===== src/hdl/id_pkg.sv =====
/*
 * Shared types and encodings of the decode and execute-control stage.
 * Imported by every stage module through a wildcard import in its header.
 */

package id_pkg;

  ////////////////////////////////////////////////////////////
  // Widths
  ////////////////////////////////////////////////////////////

  // Data, address and instruction word
  typedef logic [31:0] word_t;
  // Register file index
  typedef logic [4:0]  reg_addr_t;
  // LSU access size
  typedef logic [1:0]  lsu_type_t;

  // Access size codes seen by the LSU
  localparam lsu_type_t LSU_WORD = 2'd0;
  localparam lsu_type_t LSU_HALF = 2'd2;
  localparam lsu_type_t LSU_BYTE = 2'd3;

  ////////////////////////////////////////////////////////////
  // Opcodes and selectors
  ////////////////////////////////////////////////////////////

  // Major opcodes of the supported RV32I subset
  typedef enum logic [6:0] {
    OPCODE_LOAD   = 7'h03,
    OPCODE_OP_IMM = 7'h13,
    OPCODE_AUIPC  = 7'h17,
    OPCODE_STORE  = 7'h23,
    OPCODE_OP     = 7'h33,
    OPCODE_LUI    = 7'h37,
    OPCODE_BRANCH = 7'h63,
    OPCODE_JALR   = 7'h67,
    OPCODE_JAL    = 7'h6f
  } opcode_e;

  // ALU operator, arithmetic first, then branch compares
  typedef enum logic [3:0] {
    ALU_ADD, ALU_SUB, ALU_XOR, ALU_OR, ALU_AND,
    ALU_SLL, ALU_SRL, ALU_SRA, ALU_SLT, ALU_SLTU,
    ALU_EQ, ALU_NE, ALU_LT, ALU_GE, ALU_LTU, ALU_GEU
  } alu_op_e;

  // Operand A source
  typedef enum logic [1:0] {OP_A_REG_A, OP_A_FWD, OP_A_CURRPC, OP_A_IMM} op_a_sel_e;

  // Operand B source
  typedef enum logic {OP_B_REG_B, OP_B_IMM} op_b_sel_e;

  // Immediate fed to operand B
  typedef enum logic [2:0] {
    IMM_B_I, IMM_B_S, IMM_B_B, IMM_B_U, IMM_B_J, IMM_B_INCR_PC, IMM_B_INCR_ADDR
  } imm_b_sel_e;

  // Stage state
  typedef enum logic {FIRST_CYCLE, MULTI_CYCLE} id_fsm_e;

endpackage

===== src/hdl/id_stage.sv =====
/*
 * Decode and execute-control stage of a small in-order RV32I core.
 * Sits between the fetch pipeline register and the ALU, LSU and register file.
 */

`timescale 1ns/1ps

module id_stage import id_pkg::*; #(
  parameter bit RV32E = 1'b0
) (
  input  logic      clk_i,
  input  logic      rst_ni,

  // From fetch
  input  logic      instr_valid_i,
  input  word_t     instr_rdata_i,
  input  word_t     pc_id_i,

  // Execute and LSU status
  input  logic      branch_decision_i,
  input  logic      ex_valid_i,
  input  logic      lsu_resp_valid_i,
  input  logic      lsu_addr_incr_req_i,
  input  word_t     lsu_addr_last_i,

  // Register file read data
  input  word_t     rf_rdata_a_i,
  input  word_t     rf_rdata_b_i,

  // Stage status
  output logic      illegal_insn_o,
  output logic      instr_first_cycle_o,
  output logic      instr_id_done_o,
  output logic      pc_set_o,

  // Register file
  output reg_addr_t rf_raddr_a_o,
  output reg_addr_t rf_raddr_b_o,
  output logic      rf_ren_a_o,
  output logic      rf_ren_b_o,
  output reg_addr_t rf_waddr_o,
  output logic      rf_we_o,

  // ALU
  output alu_op_e   alu_operator_o,
  output word_t     alu_operand_a_o,
  output word_t     alu_operand_b_o,

  // LSU
  output logic      lsu_req_o,
  output logic      lsu_we_o,
  output lsu_type_t lsu_type_o,
  output logic      lsu_sign_ext_o,
  output word_t     lsu_wdata_o
);

  // Decoder to operand path
  op_a_sel_e  op_a_sel;
  op_b_sel_e  op_b_sel;
  imm_b_sel_e imm_b_sel;

  // Decoder to FSM
  logic lsu_req_dec, branch_in_dec, jump_in_dec, rf_we_dec;

  ////////////////////////////////////////////////////////////
  // Decoder
  ////////////////////////////////////////////////////////////

  id_decoder #(
    .RV32E(RV32E)
  ) i_decoder (
    .instr_rdata_i      (instr_rdata_i),
    .instr_first_cycle_i(instr_first_cycle_o),
    .illegal_insn_o     (illegal_insn_o),
    .rf_raddr_a_o       (rf_raddr_a_o),
    .rf_raddr_b_o       (rf_raddr_b_o),
    .rf_waddr_o         (rf_waddr_o),
    .rf_ren_a_o         (rf_ren_a_o),
    .rf_ren_b_o         (rf_ren_b_o),
    .rf_we_o            (rf_we_dec),
    .alu_operator_o     (alu_operator_o),
    .op_a_sel_o         (op_a_sel),
    .op_b_sel_o         (op_b_sel),
    .imm_b_sel_o        (imm_b_sel),
    .lsu_req_o          (lsu_req_dec),
    .lsu_we_o           (lsu_we_o),
    .lsu_type_o         (lsu_type_o),
    .lsu_sign_ext_o     (lsu_sign_ext_o),
    .branch_in_dec_o    (branch_in_dec),
    .jump_in_dec_o      (jump_in_dec)
  );

  ////////////////////////////////////////////////////////////
  // Operands
  ////////////////////////////////////////////////////////////

  id_operands i_operands (
    .instr_rdata_i      (instr_rdata_i),
    .pc_id_i            (pc_id_i),
    .rf_rdata_a_i       (rf_rdata_a_i),
    .rf_rdata_b_i       (rf_rdata_b_i),
    .op_a_sel_i         (op_a_sel),
    .op_b_sel_i         (op_b_sel),
    .imm_b_sel_i        (imm_b_sel),
    .lsu_addr_incr_req_i(lsu_addr_incr_req_i),
    .lsu_addr_last_i    (lsu_addr_last_i),
    .alu_operand_a_o    (alu_operand_a_o),
    .alu_operand_b_o    (alu_operand_b_o)
  );

  ////////////////////////////////////////////////////////////
  // Stage FSM
  ////////////////////////////////////////////////////////////

  id_fsm i_fsm (
    .clk_i              (clk_i),
    .rst_ni             (rst_ni),
    .instr_valid_i      (instr_valid_i),
    .illegal_insn_i     (illegal_insn_o),
    .lsu_req_dec_i      (lsu_req_dec),
    .branch_in_dec_i    (branch_in_dec),
    .jump_in_dec_i      (jump_in_dec),
    .rf_we_dec_i        (rf_we_dec),
    .branch_decision_i  (branch_decision_i),
    .ex_valid_i         (ex_valid_i),
    .lsu_resp_valid_i   (lsu_resp_valid_i),
    .instr_first_cycle_o(instr_first_cycle_o),
    .lsu_req_o          (lsu_req_o),
    .rf_we_o            (rf_we_o),
    .pc_set_o           (pc_set_o),
    .instr_id_done_o    (instr_id_done_o)
  );

  // Store data comes straight from the register file
  assign lsu_wdata_o = rf_rdata_b_i;

endmodule


===== src/hdl/id_fsm.sv =====
/*
 * First-cycle / multi-cycle sequencer of the decode stage.
 * Derives stalls, issues one PC set per branch or jump, gates LSU request
 * and register write, and flags the cycle that ends each instruction.
 */

`timescale 1ns/1ps

module id_fsm import id_pkg::*; (
  input  logic clk_i,
  input  logic rst_ni,

  input  logic instr_valid_i,
  input  logic illegal_insn_i,

  // Decoder classes
  input  logic lsu_req_dec_i,
  input  logic branch_in_dec_i,
  input  logic jump_in_dec_i,
  input  logic rf_we_dec_i,

  // Execute and LSU status
  input  logic branch_decision_i,
  input  logic ex_valid_i,
  input  logic lsu_resp_valid_i,

  output logic instr_first_cycle_o,
  output logic lsu_req_o,
  output logic rf_we_o,
  output logic pc_set_o,
  output logic instr_id_done_o
);

  id_fsm_e fsm_q, fsm_d;

  logic stall_mem, stall_branch, stall_jump, stall_id;
  logic multicycle_done;
  logic branch_set_d, branch_set_q;
  logic jump_set_raw;
  logic set_done_d, set_done_q;

  ////////////////////////////////////////////////////////////
  // State sequencing
  ////////////////////////////////////////////////////////////

  assign instr_first_cycle_o = instr_valid_i & (fsm_q == FIRST_CYCLE);

  // LSU instructions wait on the response, everything else on the EX stage
  assign multicycle_done = lsu_req_dec_i ? lsu_resp_valid_i : ex_valid_i;

  always_comb begin : next_state
    fsm_d        = fsm_q;
    stall_branch = 1'b0;
    stall_jump   = 1'b0;
    branch_set_d = 1'b0;
    jump_set_raw = 1'b0;

    if (instr_valid_i) begin
      unique case (fsm_q)
        FIRST_CYCLE: begin
          if (illegal_insn_i) begin
            fsm_d = FIRST_CYCLE;
          end else if (lsu_req_dec_i) begin
            fsm_d = MULTI_CYCLE;
          end else if (branch_in_dec_i) begin
            // Taken branch spends one more cycle on the target
            fsm_d        = branch_decision_i ? MULTI_CYCLE : FIRST_CYCLE;
            stall_branch = branch_decision_i;
            branch_set_d = branch_decision_i;
          end else if (jump_in_dec_i) begin
            // Target is ready now, link address next cycle
            fsm_d        = MULTI_CYCLE;
            stall_jump   = 1'b1;
            jump_set_raw = 1'b1;
          end
        end
        MULTI_CYCLE: begin
          if (multicycle_done) begin
            fsm_d = FIRST_CYCLE;
          end else begin
            stall_branch = branch_in_dec_i;
            stall_jump   = jump_in_dec_i;
          end
        end
        default: fsm_d = FIRST_CYCLE;
      endcase
    end
  end

  always_ff @(posedge clk_i or negedge rst_ni) begin
    if (!rst_ni) begin
      fsm_q <= FIRST_CYCLE;
    end else if (instr_valid_i) begin
      fsm_q <= fsm_d;
    end
  end

  ////////////////////////////////////////////////////////////
  // Branch and jump set
  ////////////////////////////////////////////////////////////

  // Held decision gives the taken-branch set in cycle 2
  always_ff @(posedge clk_i or negedge rst_ni) begin
    if (!rst_ni) begin
      branch_set_q <= 1'b0;
    end else begin
      branch_set_q <= branch_set_d;
    end
  end

  // Remember a set already went out for this instruction
  assign set_done_d = (branch_set_q | jump_set_raw | set_done_q) & ~instr_id_done_o;

  always_ff @(posedge clk_i or negedge rst_ni) begin
    if (!rst_ni) begin
      set_done_q <= 1'b0;
    end else begin
      set_done_q <= set_done_d;
    end
  end

  assign pc_set_o = (branch_set_q | jump_set_raw) & ~set_done_q;

  ////////////////////////////////////////////////////////////
  // Stalls and execute gating
  ////////////////////////////////////////////////////////////

  // Memory ops always stall cycle 1, then until the response
  assign stall_mem = instr_valid_i & lsu_req_dec_i & (~lsu_resp_valid_i | instr_first_cycle_o);
  assign stall_id  = stall_mem | stall_branch | stall_jump;

  assign instr_id_done_o = instr_valid_i & ~stall_id;

  // Request only once, in the first cycle
  assign lsu_req_o = lsu_req_dec_i & instr_first_cycle_o;
  assign rf_we_o   = rf_we_dec_i & instr_valid_i & ~illegal_insn_i;

endmodule


===== src/hdl/id_operands.sv =====
/*
 * Immediate extraction and ALU operand muxes of the decode stage.
 * The LSU can take over both muxes to form the second misaligned address.
 */

`timescale 1ns/1ps

module id_operands import id_pkg::*; (
  input  word_t      instr_rdata_i,
  input  word_t      pc_id_i,
  input  word_t      rf_rdata_a_i,
  input  word_t      rf_rdata_b_i,

  // Selects from the decoder
  input  op_a_sel_e  op_a_sel_i,
  input  op_b_sel_e  op_b_sel_i,
  input  imm_b_sel_e imm_b_sel_i,

  // Misaligned access support
  input  logic       lsu_addr_incr_req_i,
  input  word_t      lsu_addr_last_i,

  output word_t      alu_operand_a_o,
  output word_t      alu_operand_b_o
);

  word_t imm_i, imm_s, imm_b, imm_u, imm_j;
  word_t imm_b_mux;

  op_a_sel_e  op_a_sel;
  op_b_sel_e  op_b_sel;
  imm_b_sel_e imm_b_sel;

  ////////////////////////////////////////////////////////////
  // Immediates
  ////////////////////////////////////////////////////////////

  assign imm_i = {{20{instr_rdata_i[31]}}, instr_rdata_i[31:20]};
  assign imm_s = {{20{instr_rdata_i[31]}}, instr_rdata_i[31:25], instr_rdata_i[11:7]};
  assign imm_b = {{19{instr_rdata_i[31]}}, instr_rdata_i[31], instr_rdata_i[7],
                  instr_rdata_i[30:25], instr_rdata_i[11:8], 1'b0};
  assign imm_u = {instr_rdata_i[31:12], 12'b0};
  assign imm_j = {{12{instr_rdata_i[31]}}, instr_rdata_i[19:12], instr_rdata_i[20],
                  instr_rdata_i[30:21], 1'b0};

  ////////////////////////////////////////////////////////////
  // Operand muxes
  ////////////////////////////////////////////////////////////

  // Second access of a split transfer is last address + 4
  assign op_a_sel  = lsu_addr_incr_req_i ? OP_A_FWD        : op_a_sel_i;
  assign op_b_sel  = lsu_addr_incr_req_i ? OP_B_IMM        : op_b_sel_i;
  assign imm_b_sel = lsu_addr_incr_req_i ? IMM_B_INCR_ADDR : imm_b_sel_i;

  always_comb begin : imm_b_select
    unique case (imm_b_sel)
      IMM_B_I: imm_b_mux = imm_i;
      IMM_B_S: imm_b_mux = imm_s;
      IMM_B_B: imm_b_mux = imm_b;
      IMM_B_U: imm_b_mux = imm_u;
      IMM_B_J: imm_b_mux = imm_j;
      // No compressed instructions, PC always moves by a word
      default: imm_b_mux = 32'd4;
    endcase
  end

  always_comb begin : op_a_select
    unique case (op_a_sel)
      OP_A_REG_A:  alu_operand_a_o = rf_rdata_a_i;
      OP_A_FWD:    alu_operand_a_o = lsu_addr_last_i;
      OP_A_CURRPC: alu_operand_a_o = pc_id_i;
      default:     alu_operand_a_o = '0;  // zero base for LUI
    endcase
  end

  assign alu_operand_b_o = (op_b_sel == OP_B_IMM) ? imm_b_mux : rf_rdata_b_i;

endmodule


===== src/hdl/id_decoder.sv =====
/*
 * Combinational RV32I decoder for the decode stage.
 * Turns opcode, funct3 and funct7 into register, ALU and LSU controls and
 * selects per-cycle operands for branches and jumps.
 */

`timescale 1ns/1ps

module id_decoder import id_pkg::*; #(
  parameter bit RV32E = 1'b0
) (
  input  word_t      instr_rdata_i,
  input  logic       instr_first_cycle_i,

  output logic       illegal_insn_o,

  // Register file
  output reg_addr_t  rf_raddr_a_o,
  output reg_addr_t  rf_raddr_b_o,
  output reg_addr_t  rf_waddr_o,
  output logic       rf_ren_a_o,
  output logic       rf_ren_b_o,
  output logic       rf_we_o,

  // ALU control
  output alu_op_e    alu_operator_o,
  output op_a_sel_e  op_a_sel_o,
  output op_b_sel_e  op_b_sel_o,
  output imm_b_sel_e imm_b_sel_o,

  // LSU control
  output logic       lsu_req_o,
  output logic       lsu_we_o,
  output lsu_type_t  lsu_type_o,
  output logic       lsu_sign_ext_o,

  // Multi-cycle classes
  output logic       branch_in_dec_o,
  output logic       jump_in_dec_o
);

  opcode_e    opcode;
  logic [2:0] funct3;
  logic [6:0] funct7;
  reg_addr_t  rs1, rs2, rd;

  // Raw decode before the illegal check clears it
  logic illegal_dec, illegal_rv32e, illegal;
  logic ren_a_dec, ren_b_dec, we_dec;
  logic lsu_req_dec, branch_dec, jump_dec;

  assign opcode = opcode_e'(instr_rdata_i[6:0]);
  assign funct3 = instr_rdata_i[14:12];
  assign funct7 = instr_rdata_i[31:25];
  assign rs1    = instr_rdata_i[19:15];
  assign rs2    = instr_rdata_i[24:20];
  assign rd     = instr_rdata_i[11:7];

  ////////////////////////////////////////////////////////////
  // Opcode decode
  ////////////////////////////////////////////////////////////

  always_comb begin : decode
    illegal_dec    = 1'b0;
    ren_a_dec      = 1'b0;
    ren_b_dec      = 1'b0;
    we_dec         = 1'b0;
    lsu_req_dec    = 1'b0;
    branch_dec     = 1'b0;
    jump_dec       = 1'b0;
    alu_operator_o = ALU_ADD;
    op_a_sel_o     = OP_A_REG_A;
    op_b_sel_o     = OP_B_IMM;
    imm_b_sel_o    = IMM_B_I;
    lsu_we_o       = 1'b0;
    lsu_type_o     = LSU_WORD;
    lsu_sign_ext_o = 1'b0;

    unique case (opcode)
      // Zero plus U immediate
      OPCODE_LUI: begin
        op_a_sel_o  = OP_A_IMM;
        imm_b_sel_o = IMM_B_U;
        we_dec      = 1'b1;
      end
      OPCODE_AUIPC: begin
        op_a_sel_o  = OP_A_CURRPC;
        imm_b_sel_o = IMM_B_U;
        we_dec      = 1'b1;
      end
      // Target first, link address PC + 4 after
      OPCODE_JAL: begin
        jump_dec    = 1'b1;
        we_dec      = 1'b1;
        op_a_sel_o  = OP_A_CURRPC;
        imm_b_sel_o = instr_first_cycle_i ? IMM_B_J : IMM_B_INCR_PC;
      end
      OPCODE_JALR: begin
        jump_dec    = 1'b1;
        we_dec      = 1'b1;
        ren_a_dec   = 1'b1;
        illegal_dec = (funct3 != 3'b000);
        if (instr_first_cycle_i) begin
          imm_b_sel_o = IMM_B_I;
        end else begin
          op_a_sel_o  = OP_A_CURRPC;
          imm_b_sel_o = IMM_B_INCR_PC;
        end
      end
      OPCODE_BRANCH: begin
        branch_dec = 1'b1;
        ren_a_dec  = 1'b1;
        ren_b_dec  = 1'b1;
        unique case (funct3)
          3'b000:  alu_operator_o = ALU_EQ;
          3'b001:  alu_operator_o = ALU_NE;
          3'b100:  alu_operator_o = ALU_LT;
          3'b101:  alu_operator_o = ALU_GE;
          3'b110:  alu_operator_o = ALU_LTU;
          3'b111:  alu_operator_o = ALU_GEU;
          default: illegal_dec    = 1'b1;
        endcase
        // Compare registers first, then add PC and B immediate
        if (instr_first_cycle_i) begin
          op_b_sel_o = OP_B_REG_B;
        end else begin
          alu_operator_o = ALU_ADD;
          op_a_sel_o     = OP_A_CURRPC;
          imm_b_sel_o    = IMM_B_B;
        end
      end
      OPCODE_LOAD: begin
        lsu_req_dec    = 1'b1;
        ren_a_dec      = 1'b1;
        we_dec         = 1'b1;
        lsu_sign_ext_o = ~funct3[2];
        unique case (funct3)
          3'b000, 3'b100: lsu_type_o  = LSU_BYTE;
          3'b001, 3'b101: lsu_type_o  = LSU_HALF;
          3'b010:         lsu_type_o  = LSU_WORD;
          default:        illegal_dec = 1'b1;
        endcase
      end
      OPCODE_STORE: begin
        lsu_req_dec = 1'b1;
        lsu_we_o    = 1'b1;
        ren_a_dec   = 1'b1;
        ren_b_dec   = 1'b1;
        imm_b_sel_o = IMM_B_S;
        unique case (funct3)
          3'b000:  lsu_type_o  = LSU_BYTE;
          3'b001:  lsu_type_o  = LSU_HALF;
          3'b010:  lsu_type_o  = LSU_WORD;
          default: illegal_dec = 1'b1;
        endcase
      end
      OPCODE_OP_IMM: begin
        ren_a_dec = 1'b1;
        we_dec    = 1'b1;
        unique case (funct3)
          3'b000: alu_operator_o = ALU_ADD;
          3'b010: alu_operator_o = ALU_SLT;
          3'b011: alu_operator_o = ALU_SLTU;
          3'b100: alu_operator_o = ALU_XOR;
          3'b110: alu_operator_o = ALU_OR;
          3'b111: alu_operator_o = ALU_AND;
          // Shift amount fits in 5 bits, upper bits must be clear
          3'b001: begin
            alu_operator_o = ALU_SLL;
            illegal_dec    = (funct7 != 7'h00);
          end
          default: begin
            alu_operator_o = funct7[5] ? ALU_SRA : ALU_SRL;
            illegal_dec    = (funct7 != 7'h00) && (funct7 != 7'h20);
          end
        endcase
      end
      OPCODE_OP: begin
        ren_a_dec  = 1'b1;
        ren_b_dec  = 1'b1;
        we_dec     = 1'b1;
        op_b_sel_o = OP_B_REG_B;
        unique case ({funct7, funct3})
          {7'h00, 3'b000}: alu_operator_o = ALU_ADD;
          {7'h20, 3'b000}: alu_operator_o = ALU_SUB;
          {7'h00, 3'b001}: alu_operator_o = ALU_SLL;
          {7'h00, 3'b010}: alu_operator_o = ALU_SLT;
          {7'h00, 3'b011}: alu_operator_o = ALU_SLTU;
          {7'h00, 3'b100}: alu_operator_o = ALU_XOR;
          {7'h00, 3'b101}: alu_operator_o = ALU_SRL;
          {7'h20, 3'b101}: alu_operator_o = ALU_SRA;
          {7'h00, 3'b110}: alu_operator_o = ALU_OR;
          {7'h00, 3'b111}: alu_operator_o = ALU_AND;
          default:         illegal_dec    = 1'b1;
        endcase
      end
      default: illegal_dec = 1'b1;
    endcase
  end

  ////////////////////////////////////////////////////////////
  // Illegal check and enables
  ////////////////////////////////////////////////////////////

  // Reduced register file only has x0..x15
  assign illegal_rv32e = RV32E & ((ren_a_dec & rs1[4]) | (ren_b_dec & rs2[4]) | (we_dec & rd[4]));
  assign illegal       = illegal_dec | illegal_rv32e;

  // Illegal encodings never leave the first cycle, so this also covers instr_valid
  assign illegal_insn_o = illegal & instr_first_cycle_i;

  assign rf_raddr_a_o = rs1;
  assign rf_raddr_b_o = rs2;
  assign rf_waddr_o   = rd;

  // Everything that acts is cleared for an illegal instruction
  assign rf_ren_a_o      = ren_a_dec & ~illegal;
  assign rf_ren_b_o      = ren_b_dec & ~illegal;
  // Writes to x0 are dropped here
  assign rf_we_o         = we_dec & ~illegal & (rd != 5'd0);
  assign lsu_req_o       = lsu_req_dec & ~illegal;
  assign branch_in_dec_o = branch_dec & ~illegal;
  assign jump_in_dec_o   = jump_dec & ~illegal;

endmodule


===== config.mk =====
export PLATFORM = sky130hd
export DESIGN_NAME = id_stage
export DESIGN_NICKNAME = d
export VERILOG_FILES = /design/src/hdl/id_pkg.sv /design/src/hdl/id_stage.sv /design/src/hdl/id_fsm.sv /design/src/hdl/id_operands.sv /design/src/hdl/id_decoder.sv
export SDC_FILE = /design/constraint.sdc
export NUM_CORES = 1
export LEC_CHECK = 0
export BUFFER_PORTS_ARGS = -buffer_cell sky130_fd_sc_hd__clkbuf_2
export CAP_MARGIN = 20
export CORE_AREA = 2 2 113 115
export DETAILED_ROUTE_END_ITERATION = 7
export DIE_AREA = 0 0 115 117
export PLACE_DENSITY = 0.62
export SKIP_LAST_GASP = 1
export SLEW_MARGIN = 20
export SYNTH_ARGS = -nofsm -noshare
export SYNTH_HDL_FRONTEND = slang
export SYNTH_HIERARCHICAL = 1
export SYNTH_SLANG_ARGS = --single-unit

===== constraint.sdc =====
create_clock -name clk_i -period 3.9 [get_ports clk_i]
set_input_delay 0.195 -clock clk_i [delete_from_list [all_inputs] [get_ports clk_i]]
set_output_delay 0.195 -clock clk_i [all_outputs]
set_load 0.02 [all_outputs]

==> flow_summary.json <==
{
  "synthMuxAreaShare_pct": 13.8,
  "cts_tree": "yes",
  "synth-compound-area-share_pct": 35.3,
  "syn_avg_cell_area_um2": 7.61,
  "cp-start-kind": "register",
  "synth_edf_count": 0,
  "overflow": 0,
  "cts_buffer_depth": 2,
  "die-area_um2": 13500,
  "rr_worst_depth": 5,
  "drive_above_1_share_pct": 57.1,
  "cp.arrival_ns": 3.15,
  "core_um2": 12300,
  "drtIter0Drc": 215,
  "synth_top_cell_area_share_pct": 14.8,
  "crit_start": "i_fsm/fsm_q",
  "viasPerCell": 4.93,
  "crit_type": "register to output port",
  "period_needed_ns": 3.34,
  "final_hold_viol_count": 0,
  "setup_viol": 0,
  "cts.clk_slew.worst_paths_ns": 0.03,
  "cp-endpoint": "alu_operand_a_o[29]",
  "postCtsSetupBuffers": 0,
  "rows": 41,
  "peakVddDrop_mv": 0.366,
  "worst_pin_slew_ns": 1.10,
  "hpwl_um": 9170,
  "max_freq_mhz": 299,
  "synth_top_family_by_area": "compound AO/OA/AOI/OAI gates",
  "die_height_um": 117,
  "netlist_area_um2": 2540,
  "fin_util_pct": 30.7,
  "antenna_cells": 0,
  "yosys_warnings": 6,
  "rrSetupSlack_ns": 2.23,
  "syn_inst": 334,
  "slew_viol_final": 0,
  "gr-usage-all-layers_pct": 13.5,
  "grt_pass1_vias": 2756,
  "drtAntennaViolNets": 0,
  "hold_slack_ns": 0.218,
  "drt_first_pass_iters": 4,
  "synthAdderAreaFrac_pct": 0.394,
  "maxCapViolCount": 0,
  "async_flop_share_pct": 100,
  "yosysTopAreaCell": "buf_4",
  "vias": 3511,
  "start_util_pct": 20.7,
  "min_period_over_period_pct": 85.7,
  "hp-class": "input pin to register",
  "synth_ff_type": "dfrtp_1",
  "cts.sinks": 3,
  "ys_types": 65,
  "cp-end-kind": "output port",
  "ctsResizeCount": 0,
  "h-tree-depth": 1,
  "crit_required_ns": 3.70,
  "grt_max_degree": 33,
  "rsz0062_at_grt": "false",
  "synthesis.nets": 501,
  "yosys-top-cells-area": "buf_4, mux2i_1, o2bb2ai_1, a221o_1, dfrtp_1",
  "grt_pass1_wl_um": 14400,
  "ctsHoldBuffers": 1,
  "area_growth_pct": 48.9,
  "wirelength_um": 10800,
  "gp_congestion": 0.802,
  "r2r-start": "i_fsm/fsm_q",
  "ys_ff_latch": 3,
  "power_leakage_nw": 1.92,
  "numCtsBuffers": 3,
  "portBuffers": 293,
  "root_buffer": "clkbuf_16",
  "fp.dieW_um": 115,
  "outcome": "finished clean",
  "synth_xor_area_share_pct": 0.689,
  "skew_ns": 0.00295,
  "synthSimpleGateAreaFrac_pct": 24.5,
  "ys_seq_area_share_pct": 2.95,
  "worstSkewPairLatency_ns": 0.22,
  "regToRegEndpoint": "i_fsm/set_done_q",
  "remaining_drc_errors": 0,
  "antenna_found_initial": 0,
  "critPathMaxFanout": 32,
  "power_density_nw_per_um2": 163,
  "wl_per_cell_um": 15.2,
  "setup_tns_ns": 0,
  "top_level_ports": 294,
  "fin_nets": 730,
  "slew_headroom_pct": 26.7
}
kinds of logic after synthesis:
kind of cell / after synthesis
buffers and inverters: 84
AND/OR/NAND/NOR: 100
AO/OA/AOI/OAI: 109
XOR/XNOR: 2
multiplexers: 35
flip-flops: 3
adder cells (fa/ha/maj): 1
sequential cells by signal, summed over array words and instances (netlist names):
register,count
i_fsm/branch_set_q,1
i_fsm/fsm_q,1
i_fsm/set_done_q,1
Yosys cell counts (5+ instances only):
master,count
a22o_1,6
nand3_1,6
buf_6,5
nand2_1,20
o21ai_0,14
a221o_1,20
nand2b_1,5
nor4bb_1,7
buf_2,12
a21oi_1,11
nor3_1,6
mux2i_1,34
buf_4,50
nor2_1,19
inv_1,10
o2bb2ai_1,32
final cells by class:
| cell class | instances | area, µm² |
|---|---|---|
| clock buffer | 4 | 78.8 |
| timing repair buffer | 298 | 1510 |
| multi-input combinational | 247 | 1900 |
| sequential | 3 | 75.1 |
| tap | 150 | 188 |
| inverter | 10 | 37.5 |
| fill | 1364 | 8530 |
how the worst min path moves through the flow:
| stage | from | endpoint | slack (ns) | cells past startpoint |
|---|---|---|---|---|
| CTS | branch_decision_i | i_fsm/branch_set_q | 0.21 | 3 |
| global placement | rst_ni | i_fsm/set_done_q | -0.003 | 1 |
| floorplan | rst_ni | i_fsm/branch_set_q | -0.10 | 0 |
| global route | branch_decision_i | i_fsm/branch_set_q | 0.24 | 3 |
| finish | branch_decision_i | i_fsm/branch_set_q | 0.22 | 3 |
| detailed placement | rst_ni | i_fsm/set_done_q | -0.004 | 1 |
layout by cell type, fill, tap and decap left out, types with 5 or more instances in the layout:
master / instances
nor2_1: 19
clkbuf_2: 293
nand2_1: 20
nor3_1: 6
o2bb2ai_1: 32
nor4bb_1: 7
nand2b_1: 5
mux2i_1: 34
a21oi_1: 11
o21ai_0: 14
a22o_1: 6
nand3_1: 6
a221o_1: 20
inv_1: 10
worst max-delay path, stage by stage (launching register included):
cell	delay, ns
dfrtp_1	0.43
nor2b_1	0.42
or3_1	0.18
a21oi_1	0.06
buf_4	0.20
or2_2	0.30
inv_1	0.06
a21o_1	0.84
o2bb2ai_1	0.21
clkbuf_2	0.20
power breakdown:
group,internal (mW),switching (mW)
sequential,0.0333,0.00326
combinational,0.167,0.250
clock,0.135,0.0287
metal layers:
| layer | up-vias | wire length, µm | GRT usage [%] |
|---|---|---|---|
| met5 | - | 0 | 0 |
| met4 | 0 | 93 | 2.01 |
| met3 | 8 | 639 | 1.18 |
| met2 | 179 | 5500 | 24.1 |
| met1 | 1615 | 4610 | 18.0 |
| li1 | 1709 | - | - |
per-stage QoR:
stage | area, µm² | worst slack (ns) | std cells | total power [mW]
2_1_floorplan | 2540 | 1.21 | 334 | 0.303
5_1_grt | 3780 | 0.294 | 712 | 0.661
3_5_place_dp | 3700 | 0.800 | 707 | 0.455
4_1_cts | 3780 | 0.550 | 712 | 0.624
6_report | 3780 | 0.559 | 712 | 0.617
3_3_place_gp | 3700 | 0.857 | 707 | 0.455
Power figures use the tool's default switching activity.
